## src/verilog/abrg_macros.svh

```systemverilog
`ifndef ABRG_MACROS_SVH
`define ABRG_MACROS_SVH

// ####################################################################
// Bus widths
// ####################################################################

// Word address, byte address bits 19 to 1
`define ABRG_ADR_W 19
`define ABRG_DAT_W 16
`define ABRG_SEL_W 2

// ####################################################################
// Targets
// ####################################################################

// Low address bits used by the word memory, higher bits alias
`define MEM_ADR_W 10
`define MEM_DEPTH (1 << `MEM_ADR_W)

// Identity register contents
`define IO_ID_VALUE 16'hA5B7
// Wait cycles before the I/O block answers
`define IO_WAIT 2
`define IO_CNT_W 2

`endif

```

## src/verilog/sys_map_pkg.sv

```systemverilog
package sys_map_pkg;

  // ####################################################################
  // System address map
  // ####################################################################

  // Address space, from the tag bit
  typedef enum logic {
    SPACE_MEM = 1'b0,
    SPACE_IO  = 1'b1
  } space_e;

  // I/O register index, low two address bits
  typedef enum logic [1:0] {
    IO_SCRATCH0 = 2'd0,
    IO_SCRATCH1 = 2'd1,
    IO_WR_COUNT = 2'd2,
    IO_ID       = 2'd3
  } io_reg_e;

  // I/O block FSM
  typedef enum logic [1:0] {
    IO_IDLE = 2'd0,
    IO_WAIT = 2'd1,
    IO_ACK  = 2'd2
  } io_state_e;

endpackage

```

## src/verilog/wb_bus_pkg.sv

```systemverilog
`include "abrg_macros.svh"

package wb_bus_pkg;

  // ####################################################################
  // Wishbone request and response
  // ####################################################################

  // Request fields of one cycle, strobe travels separately
  typedef struct packed {
    logic [`ABRG_ADR_W-1:0] adr;
    logic [`ABRG_DAT_W-1:0] dat;
    logic [`ABRG_SEL_W-1:0] sel;
    logic                   tga;
    logic                   we;
  } wb_req_t;

  // Target answer
  typedef struct packed {
    logic [`ABRG_DAT_W-1:0] dat;
    logic                   ack;
  } wb_rsp_t;

endpackage

```

## src/verilog/wb_target_mux.sv

```systemverilog
module wb_target_mux (
  input  wb_bus_pkg::wb_req_t wbm_req_i,
  input  logic                wbm_stb_i,
  input  wb_bus_pkg::wb_rsp_t mem_rsp_i,
  input  wb_bus_pkg::wb_rsp_t io_rsp_i,
  output logic                mem_stb_o,
  output logic                io_stb_o,
  output wb_bus_pkg::wb_rsp_t wbm_rsp_o
);

  sys_map_pkg::space_e space;

  assign space = sys_map_pkg::space_e'(wbm_req_i.tga);

  // ####################################################################
  // Strobe steering
  // ####################################################################

  always_comb begin
    mem_stb_o = 1'b0;
    io_stb_o  = 1'b0;
    case (space)
      sys_map_pkg::SPACE_MEM: begin
        mem_stb_o = wbm_stb_i;
      end
      sys_map_pkg::SPACE_IO: begin
        io_stb_o = wbm_stb_i;
      end
      default: begin
        mem_stb_o = 1'b0;
        io_stb_o  = 1'b0;
      end
    endcase
  end

  // ####################################################################
  // Response select
  // ####################################################################

  // Ack of the other space is ignored
  always_comb begin
    case (space)
      sys_map_pkg::SPACE_IO: begin
        wbm_rsp_o.dat = io_rsp_i.dat;
        wbm_rsp_o.ack = io_rsp_i.ack;
      end
      default: begin
        wbm_rsp_o.dat = mem_rsp_i.dat;
        wbm_rsp_o.ack = mem_rsp_i.ack;
      end
    endcase
  end

endmodule
```

## config.mk

```make
export PLATFORM = sky130hd
export DESIGN_NAME = wb_target_mux
export DESIGN_NICKNAME = d
export VERILOG_FILES = /design/src/verilog/sys_map_pkg.sv /design/src/verilog/wb_bus_pkg.sv /design/src/verilog/wb_target_mux.sv
export VERILOG_INCLUDE_DIRS = /design/src /design/src/verilog
export SDC_FILE = /design/constraint.sdc
export NUM_CORES = 1
export LEC_CHECK = 0
export BUFFER_PORTS_ARGS = -buffer_cell sky130_fd_sc_hd__buf_2
export CAP_MARGIN = 25
export CORE_MARGIN = 10
export CORE_UTILIZATION = 18
export DETAILED_ROUTE_END_ITERATION = 12
export GPL_ROUTABILITY_DRIVEN = 0
export PLACE_DENSITY = 0.84
export SYNTH_ARGS = -nofsm -noshare
export SYNTH_HDL_FRONTEND = slang
export SYNTH_SLANG_ARGS = --single-unit
```

## constraint.sdc

```tcl
create_clock -name vclk -period 1
set_input_delay 0.2 -clock vclk [all_inputs]
set_output_delay 0.2 -clock vclk [all_outputs]
set_load 0.02 [all_outputs]
```

==> impl_metrics.csv <==
group,metric,value,unit
power,p_leak,0.0004558,uW
power,switchingPower,178.5,uW
yosys,yosys-top-cells-area,"mux2_4 45%, mux2_2 38%, buf_12 7.4%",
floorplanning,initial_utilization,19.93,%
global_routing,grt_pass1_vias,503,
yosys,synthTopCellsByCount,"9 x mux2_2, 8 x mux2_4",
power,p_clk_share,0,%
placement,port-buffer-count,55,
global_routing,grt_max_degree,10,
critical_path,worstSetupEndpointType,"primary output",
worst_hold_path,hold_path_class,"primary input to primary output",
power,p_int,280.3,uW
timing,worst_pin_slew,0.1167,ns
global_routing,track_usage,10.04,%
routing,num_vias,426,
global_routing,antenna_found_initial,0,
critical_path,critPathMaxFanout,5,
routing,drc,0,
cells_and_area,area_delta_synth_final,194.9,%
critical_path,crit_arrival,0.89,ns
timing,fin_crit,1.092,ns
timing,period_share,109.2,%
yosys,syn_nets,95,
routing,wl,1850,um
power,pwr_density_cell,578.4,nW/um^2
critical_path,cp-start-kind,"primary input",
yosys,synth_top_area_share,44.65,%
floorplanning,die_w,58.66,um
floorplanning,die_h,58.66,um
critical_path,path_class,"primary input to primary output",
floorplanning,ios,93,
routing,drt_iter0_drc,0,
cells_and_area,final_nets,154,
yosys,yosys_warnings,0,
cts,ctsHoldBuffers,0,
routing,ant_nets,0,
global_routing,grt_pass1_wl,2753,um
routing,drt-pass1-iter-count,1,
placement,dpl.hpwl,1384,um
yosys,ys_seq_area_share,0,%
yosys,synthMostInstantiatedCell,"mux2_2",
timing,slew_violations,0,
run_status,outcome,"finished, violations left",
floorplanning,core_area,1350,sq um
critical_path,required,0.80,ns
yosys,synth_area,269.0,sq um
floorplanning,rows,13,
timing,grt_setup_unrepaired,"yes",
global_routing,busiest_layer,"met2",
power,total_power,458.8,uW
flow_run,maxCapViolCount,0,
yosys,synthDistinctLibCells,6,
worst_hold_path,worstHoldStart,"mem_rsp_i[15]",
cts,cts_setup_buffers,0,
routing,detail_route.wl_per_cell,19.89,um
cells_and_area,drive_gt1_share,100.0,%
floorplanning,die_area,3441,sq um
timing,setup_slack,-0.09173,ns
critical_path,startpoint,"wbm_req_i[1]",
global_routing,grt_use_met3,14.16,%
yosys,synth_top_cell_by_area,"mux2_4",
yosys,synth_area_per_cell,12.81,sq um
global_routing,grt_overflow,0,
timing,fmax,0.9160,GHz
run_status,violations,"setup timing",
yosys,synth_cells,21,
power,comb_power_share,100.0,%
power,swShare,38.91,%
cells_and_area,diodes,0,
timing,setup_viol,17,
cells_and_area,seqCellArea,0,sq um
cells_and_area,fill_cells,107,
global_routing,grt.met2_usage,14.42,%
timing,maxSlewHeadroom,92.27,%
power,vdd_ir_drop_max,0.0003074,V
timing,finalHoldViolations,0,
cells_and_area,seq_cells,0,
power,seq_power_share,0,%
global_routing,met1_usage,8.711,%
routing,via_per_inst,4.581,
placement,place_ws,-0.1758,ns
cells_and_area,num-clock-buffers,0,
power by group through the flow:
stage	Combinational, uW	Clock (uW)	Sequential (uW)
2_1_floorplan	186	0	0
3_3_place_gp	304	0	0
3_5_place_dp	311	0	0
4_1_cts	450	0	0
5_1_grt	486	0	0
6_report	459	0	0
worst paths after layout:
check | endpoint | depth (start not counted)
hold / removal | wbm_rsp_o[15] | 3
setup / recovery | wbm_rsp_o[3] | 4
cell usage in the layout, fill, tap and decap left out:
master	count
clkbuf_16	1
mux2_4	17
and2_2	1
buf_6	18
buf_12	2
and2b_2	1
buf_2	36
buf_16	2
stage by stage:
step                      cell area [sq um]  util (%)  cells  hold WS [ns]  TNS (ns)
after floorplan                       269.0         -     21        0.5594         0
after global placement                551.8     40.87     90        0.7454    -2.393
after detailed placement              551.8     40.87     90        0.7490    -2.591
after CTS                             768.2     56.90     92        0.7131    -1.433
after global routing                  793.3     58.76     93        0.7188    -1.663
final                                 793.3     58.76     93        0.7130    -1.444
critical path, cell delays in order:
cell and delay (ns):
buf_12 0.12, buf_16 0.13, mux2_4 0.30, buf_6 0.13
metal layers:
metal  vias to the layer above  routed length [um]
met3                         0                 566
met1                       176                 620
met5                         -                   0
met4                         0                   0
met2                        57                 664
li1                        193                   -
layout make-up:
class	count	area, sq um	share of cell area, %
timing repair buffer	59	503.0	63.41
multi-input combinational	19	271.5	34.23
tap	15	18.77	2.366
timing repair:
item                                    in CTS  in global routing
gates cloned                                 2                  1
resized for setup                           51                  0
endpoints found under the setup margin      18                 17
logic make-up after synthesis:
group                  after synthesis  synth area share [%]
buffers and inverters                2                 11.63
muxes                               17                 82.33
and+or+nand+nor                      2                 6.048
Power figures use the tool's default switching activity.
