$ cat src/verilog/abrg_macros.svh
`ifndef ABRG_MACROS_SVH
`define ABRG_MACROS_SVH

// ####################################################################
// Bus widths
// ####################################################################

// Word address, byte address bits 19 to 1
`define ABRG_ADR_W 19
`define ABRG_DAT_W 16
`define ABRG_SEL_W 2

// ####################################################################
// Targets
// ####################################################################

// Low address bits used by the word memory, higher bits alias
`define MEM_ADR_W 10
`define MEM_DEPTH (1 << `MEM_ADR_W)

// Identity register contents
`define IO_ID_VALUE 16'hA5B7
// Wait cycles before the I/O block answers
`define IO_WAIT 2
`define IO_CNT_W 2

`endif

$ cat src/verilog/sys_map_pkg.sv
package sys_map_pkg;

  // ####################################################################
  // System address map
  // ####################################################################

  // Address space, from the tag bit
  typedef enum logic {
    SPACE_MEM = 1'b0,
    SPACE_IO  = 1'b1
  } space_e;

  // I/O register index, low two address bits
  typedef enum logic [1:0] {
    IO_SCRATCH0 = 2'd0,
    IO_SCRATCH1 = 2'd1,
    IO_WR_COUNT = 2'd2,
    IO_ID       = 2'd3
  } io_reg_e;

  // I/O block FSM
  typedef enum logic [1:0] {
    IO_IDLE = 2'd0,
    IO_WAIT = 2'd1,
    IO_ACK  = 2'd2
  } io_state_e;

endpackage

$ cat src/verilog/wb_bus_pkg.sv
`include "abrg_macros.svh"

package wb_bus_pkg;

  // ####################################################################
  // Wishbone request and response
  // ####################################################################

  // Request fields of one cycle, strobe travels separately
  typedef struct packed {
    logic [`ABRG_ADR_W-1:0] adr;
    logic [`ABRG_DAT_W-1:0] dat;
    logic [`ABRG_SEL_W-1:0] sel;
    logic                   tga;
    logic                   we;
  } wb_req_t;

  // Target answer
  typedef struct packed {
    logic [`ABRG_DAT_W-1:0] dat;
    logic                   ack;
  } wb_rsp_t;

endpackage

$ cat src/verilog/wb_io_regs.sv
`include "abrg_macros.svh"

module wb_io_regs (
  input  logic                rst_i,
  input  logic                wbm_clk_i,
  input  wb_bus_pkg::wb_req_t req_i,
  input  logic                stb_i,
  output wb_bus_pkg::wb_rsp_t rsp_o
);

  sys_map_pkg::io_state_e state;
  sys_map_pkg::io_reg_e   reg_sel;
  logic [`IO_CNT_W-1:0]   wait_cnt;
  logic [`ABRG_DAT_W-1:0] scratch0;
  logic [`ABRG_DAT_W-1:0] scratch1;
  logic [`ABRG_DAT_W-1:0] wr_count;
  logic                   do_write;

  assign reg_sel  = sys_map_pkg::io_reg_e'(req_i.adr[1:0]);
  assign do_write = (state == sys_map_pkg::IO_ACK) & req_i.we;

  // ####################################################################
  // Access FSM
  // ####################################################################

  always_ff @(posedge wbm_clk_i) begin
    if (rst_i) begin
      state    <= sys_map_pkg::IO_IDLE;
      wait_cnt <= '0;
    end else begin
      case (state)
        sys_map_pkg::IO_IDLE: begin
          wait_cnt <= '0;
          if (stb_i) begin
            state <= sys_map_pkg::IO_WAIT;
          end
        end
        sys_map_pkg::IO_WAIT: begin
          wait_cnt <= wait_cnt + 1'b1;
          if (wait_cnt == `IO_CNT_W'(`IO_WAIT - 1)) begin
            state <= sys_map_pkg::IO_ACK;
          end
        end
        default: begin
          state <= sys_map_pkg::IO_IDLE;
        end
      endcase
    end
  end

  // Registers, written in the ack cycle
  always_ff @(posedge wbm_clk_i) begin
    if (rst_i) begin
      scratch0 <= '0;
      scratch1 <= '0;
      wr_count <= '0;
    end else if (do_write) begin
      wr_count <= wr_count + 1'b1;
      for (int i = 0; i < `ABRG_SEL_W; i++) begin
        if (req_i.sel[i] && reg_sel == sys_map_pkg::IO_SCRATCH0) begin
          scratch0[8*i +: 8] <= req_i.dat[8*i +: 8];
        end
        if (req_i.sel[i] && reg_sel == sys_map_pkg::IO_SCRATCH1) begin
          scratch1[8*i +: 8] <= req_i.dat[8*i +: 8];
        end
      end
    end
  end

  always_comb begin
    case (reg_sel)
      sys_map_pkg::IO_SCRATCH0: rsp_o.dat = scratch0;
      sys_map_pkg::IO_SCRATCH1: rsp_o.dat = scratch1;
      sys_map_pkg::IO_WR_COUNT: rsp_o.dat = wr_count;
      default:                  rsp_o.dat = `IO_ID_VALUE;
    endcase
  end

  assign rsp_o.ack = (state == sys_map_pkg::IO_ACK);

endmodule

$ cat config.mk
export PLATFORM = sky130hd
export DESIGN_NAME = wb_io_regs
export DESIGN_NICKNAME = d
export VERILOG_FILES = /design/src/verilog/sys_map_pkg.sv /design/src/verilog/wb_bus_pkg.sv /design/src/verilog/wb_io_regs.sv
export VERILOG_INCLUDE_DIRS = /design/src /design/src/verilog
export SDC_FILE = /design/constraint.sdc
export NUM_CORES = 1
export LEC_CHECK = 0
export BUFFER_PORTS_ARGS = -buffer_cell sky130_fd_sc_hd__buf_4
export CELL_PAD_IN_SITES_DETAIL_PLACEMENT = 1
export CELL_PAD_IN_SITES_GLOBAL_PLACEMENT = 1
export CORE_MARGIN = 1.5
export CORE_UTILIZATION = 36
export DETAILED_ROUTE_END_ITERATION = 10
export PLACE_DENSITY_LB_ADDON = 0.05
export REMOVE_ABC_BUFFERS = 1
export SKIP_LAST_GASP = 1
export SYNTH_ARGS = -nofsm -noshare
export SYNTH_HDL_FRONTEND = slang
export SYNTH_SLANG_ARGS = --single-unit
$ cat constraint.sdc
create_clock -name wbm_clk_i -period 1.55 [get_ports wbm_clk_i]
set_input_delay 0.2325 -clock wbm_clk_i [delete_from_list [all_inputs] [get_ports wbm_clk_i]]
set_output_delay 0.2325 -clock wbm_clk_i [all_outputs]
set_load 0.05 [all_outputs]
==> summary.md <==
| Metric | Value |
|---|---|
| Cts hold-fix bufs | `0` |
| Dpl hpwl | `approximately 4800 um` |
| Wire length of the first global-routing pass | `between 10000 and 15000 um` |
| Unrepaired setup endpoints after global routing | `true` |
| Max incr delay on CP | `0.57 ns` |
| Unique masters post-synth | `30` |
| Clock sink count | `52` |
| Initial Util | `37.93%` |
| Pwr Density | `about 720 nW/um^2` |
| Setup Slack @ Placement | `-0.1813 ns` |
| Flop and latch count out of synthesis | `52` |
| DRC Markers | `0` |
| GRT Residual Overflow | `0` |
| Routability congestion estimate from global placement | `0.7529` |
| PnR worst setup slack | `-0.06855 ns` |
| Failing checks | `negative setup slack` |
| R2R cell count | `4` |
| Final WL | `6883 um` |
| Commonest cells after routing, fill and taps aside | `61 x buf_4, 45 x nor2_1, 38 x mux2i_1` |
| All-layer global routing usage | `20.18%` |
| Die height | `between 80 and 90 um` |
| Kind of critical path | `reg2reg` |
| Slew Limit Fails | `0` |
| Sequential area share after synthesis | `42.49%` |
| Share of cells above drive strength 1 | `approximately two fifths` |
| Core region area | `6459 um^2` |
| Routed vias/inst | `5.119` |
| Post-Synthesis Cells | `258` |
| Via count | `~2100` |
| Iter 0 DRT Violations | `66` |
| Yosys warns | `0` |
| Worst hold path class | `in2reg` |
| CTS clk-pin slew, worst paths | `0.11 ns` |
| Ys flop type | `dfxtp_1` |
| CTS tree | `built` |
| CTS Root Cell | `clkbuf_8` |
| Crit path max-delay family | `simple AND/OR/NAND/NOR gates` |
| Num CTS Buffers | `5` |
| Synth area leader | `dfxtp_1` |
| Netlist Area Pre-Place | `2450 um^2` |
| Nets@finish | `about 380` |
| Routed Antenna Nets | `0` |
| Initial antenna violation count | `0` |
| Worst vdd ir | `about 0.39 mV` |
| Commonest non-fill, non-tap cell in the layout | `buf_4` |
| Worst-case headroom to the max-slew limit | `61.23%` |
| # rows | `29` |
| Fin crit share | `104.4%` |
| Worst-path fanout max | `4` |
| Fillers | `756` |
| CP Cell Sequence | `nand4b_4 > or4_4 > or3_1 > a21oi_2` |
| Area grow syn2layout | `38.61%` |
| CP arrival | `1.87 ns` |
| Top Ports | `59` |
| Inserted Diodes | `0` |
| Number of flops mapped to enable cells by yosys | `0` |
| Req. time, crit path | `1.80 ns` |
| Setup tns final | `-0.5987 ns` |
| Clock latency on the worst-skew pair | `0.32 ns` |
| DRT Pass-1 Iters | `4` |
| Vias in the first global route | `about 2200` |
| CP Depth | `4` |
| Critical Path End Type | `flop` |
| Die area | `7309 um^2` |
| Yosys top cell area share | `42.49%` |
| Async S/R FF share, synth | `0%` |
| Worst-margin pin slew | `0.5815 ns` |
| Die width | `85.50 um` |
| Status | `finished, violations left` |
| Hold Fails Final Rpt | `0` |
| Period minus WS final | `1.619 ns` |
| Final Power | `between 2 and 2.5 mW` |
| Post-route cell area | `3396 um^2` |
| Max Clock Freq | `617.8 MHz` |
| Routed len/inst | `16.71 um` |
| Largest net degree at the start of global routing | `53` |
| Max Cap Viol | `0` |
| # setup viols final | `13` |
| Slowest-stage cell, CP | `or4_4` |
| H-tree depth | `2` |
| Buffers on Ports | `40` |
| Post-Syn Area per Cell | `9.496 um^2` |
| Worst-case clock buffer depth | `2` |
| Synth area leaders | `dfxtp_1 42%, mux2i_1 16%, nor2_1 6.9%` |
| Hold path depth | `3` |
| CP Launch Type | `flop` |
| CP bufs+invs | `0` |
| Final Skew | `0.01029 ns` |
| Placed inst area | `roughly 3000 um^2` |
| Leak | `between 1 and 1.5 nW` |
==> registers in the layout, summed over array words and instances, names as in the netlist <==
signal / flops
scratch0: 16
state: 2
scratch1: 16
wr_count: 16
wait_cnt: 2
==> routing by layer <==
layer	up-vias	global-route usage (%)	part of all wire, %
li1	1046	-	-
met1	1026	27.10	48
met2	28	33.29	48
met3	9	3.465	2.9
met4	0	6.158	1.4
met5	-	0	0
==> final timing paths <==
check                                 start            to  slack [ns]
worst min-delay path              req_i[18]  scratch0[14]        0.15
worst max register to register     state[0]  wr_count[15]       -0.07
worst min register to register  wait_cnt[1]   wait_cnt[1]        0.50
worst max-delay path               state[0]  wr_count[15]       -0.07
==> timing repair <==
action,4_1_cts,5_1_grt
endpoints found under the setup margin,37,39
buffers inserted,8,1
pin swaps,20,3
resized for setup,40,15
==> where the power goes <==
part           total [mW]  internal (mW)  leakage (nW)  switching, mW
clock network       0.813          0.321        0.0404          0.492
registers            1.34           1.34         0.427        0.00496
logic               0.304          0.130         0.863          0.173
==> cell usage after synthesis, types with 5 or more instances <==
cell	number
o22a_1	10
nand2_1	17
o21ai_0	11
nor2_1	45
inv_1	5
mux2_2	10
xnor2_1	7
clkbuf_1	11
dfxtp_1	52
mux2i_1	40
a21oi_1	7
==> final cells by class <==
class	count	area [um^2]	area share [%]
multi-input cells	186	1383	40.71
flip-flops and latches	52	1062	31.28
repair buffers	84	743.2	21.89
well taps	77	96.34	2.837
clock buffers	5	68.82	2.027
clock inverters	3	23.77	0.7001
inverters	5	18.77	0.5527
==> worst min-delay path, cell delays in order <==
cell and delay (ns):
buf_4 0.08, mux2i_1 0.06, nor2_1 0.07
==> kinds of logic (layout without fill, tap and decap cells) <==
group                      count (synthesis)  in the layout  synth area share, %
and+or+nand+nor                           96             96                21.19
DFF                                       52             52                42.49
muxes                                     50             50                20.94
AOI/OAI and AO/OA                         28             28                7.252
buffers and inverters                     20             97                3.524
xor gates and xnor gates                  10             10                3.575
adders and majority gates                  2              2                1.021
==> metrics by stage <==
step	hold WS (ns)	cells	utilization [%]
after detailed placement	0.4827	396	47.79
after CTS	0.1429	412	52.13
after floorplan	0.3016	243	-
final	0.1497	412	52.58
after global placement	0.4689	396	47.79
after global routing	0.1551	412	52.58
Power figures use the tool's default switching activity.
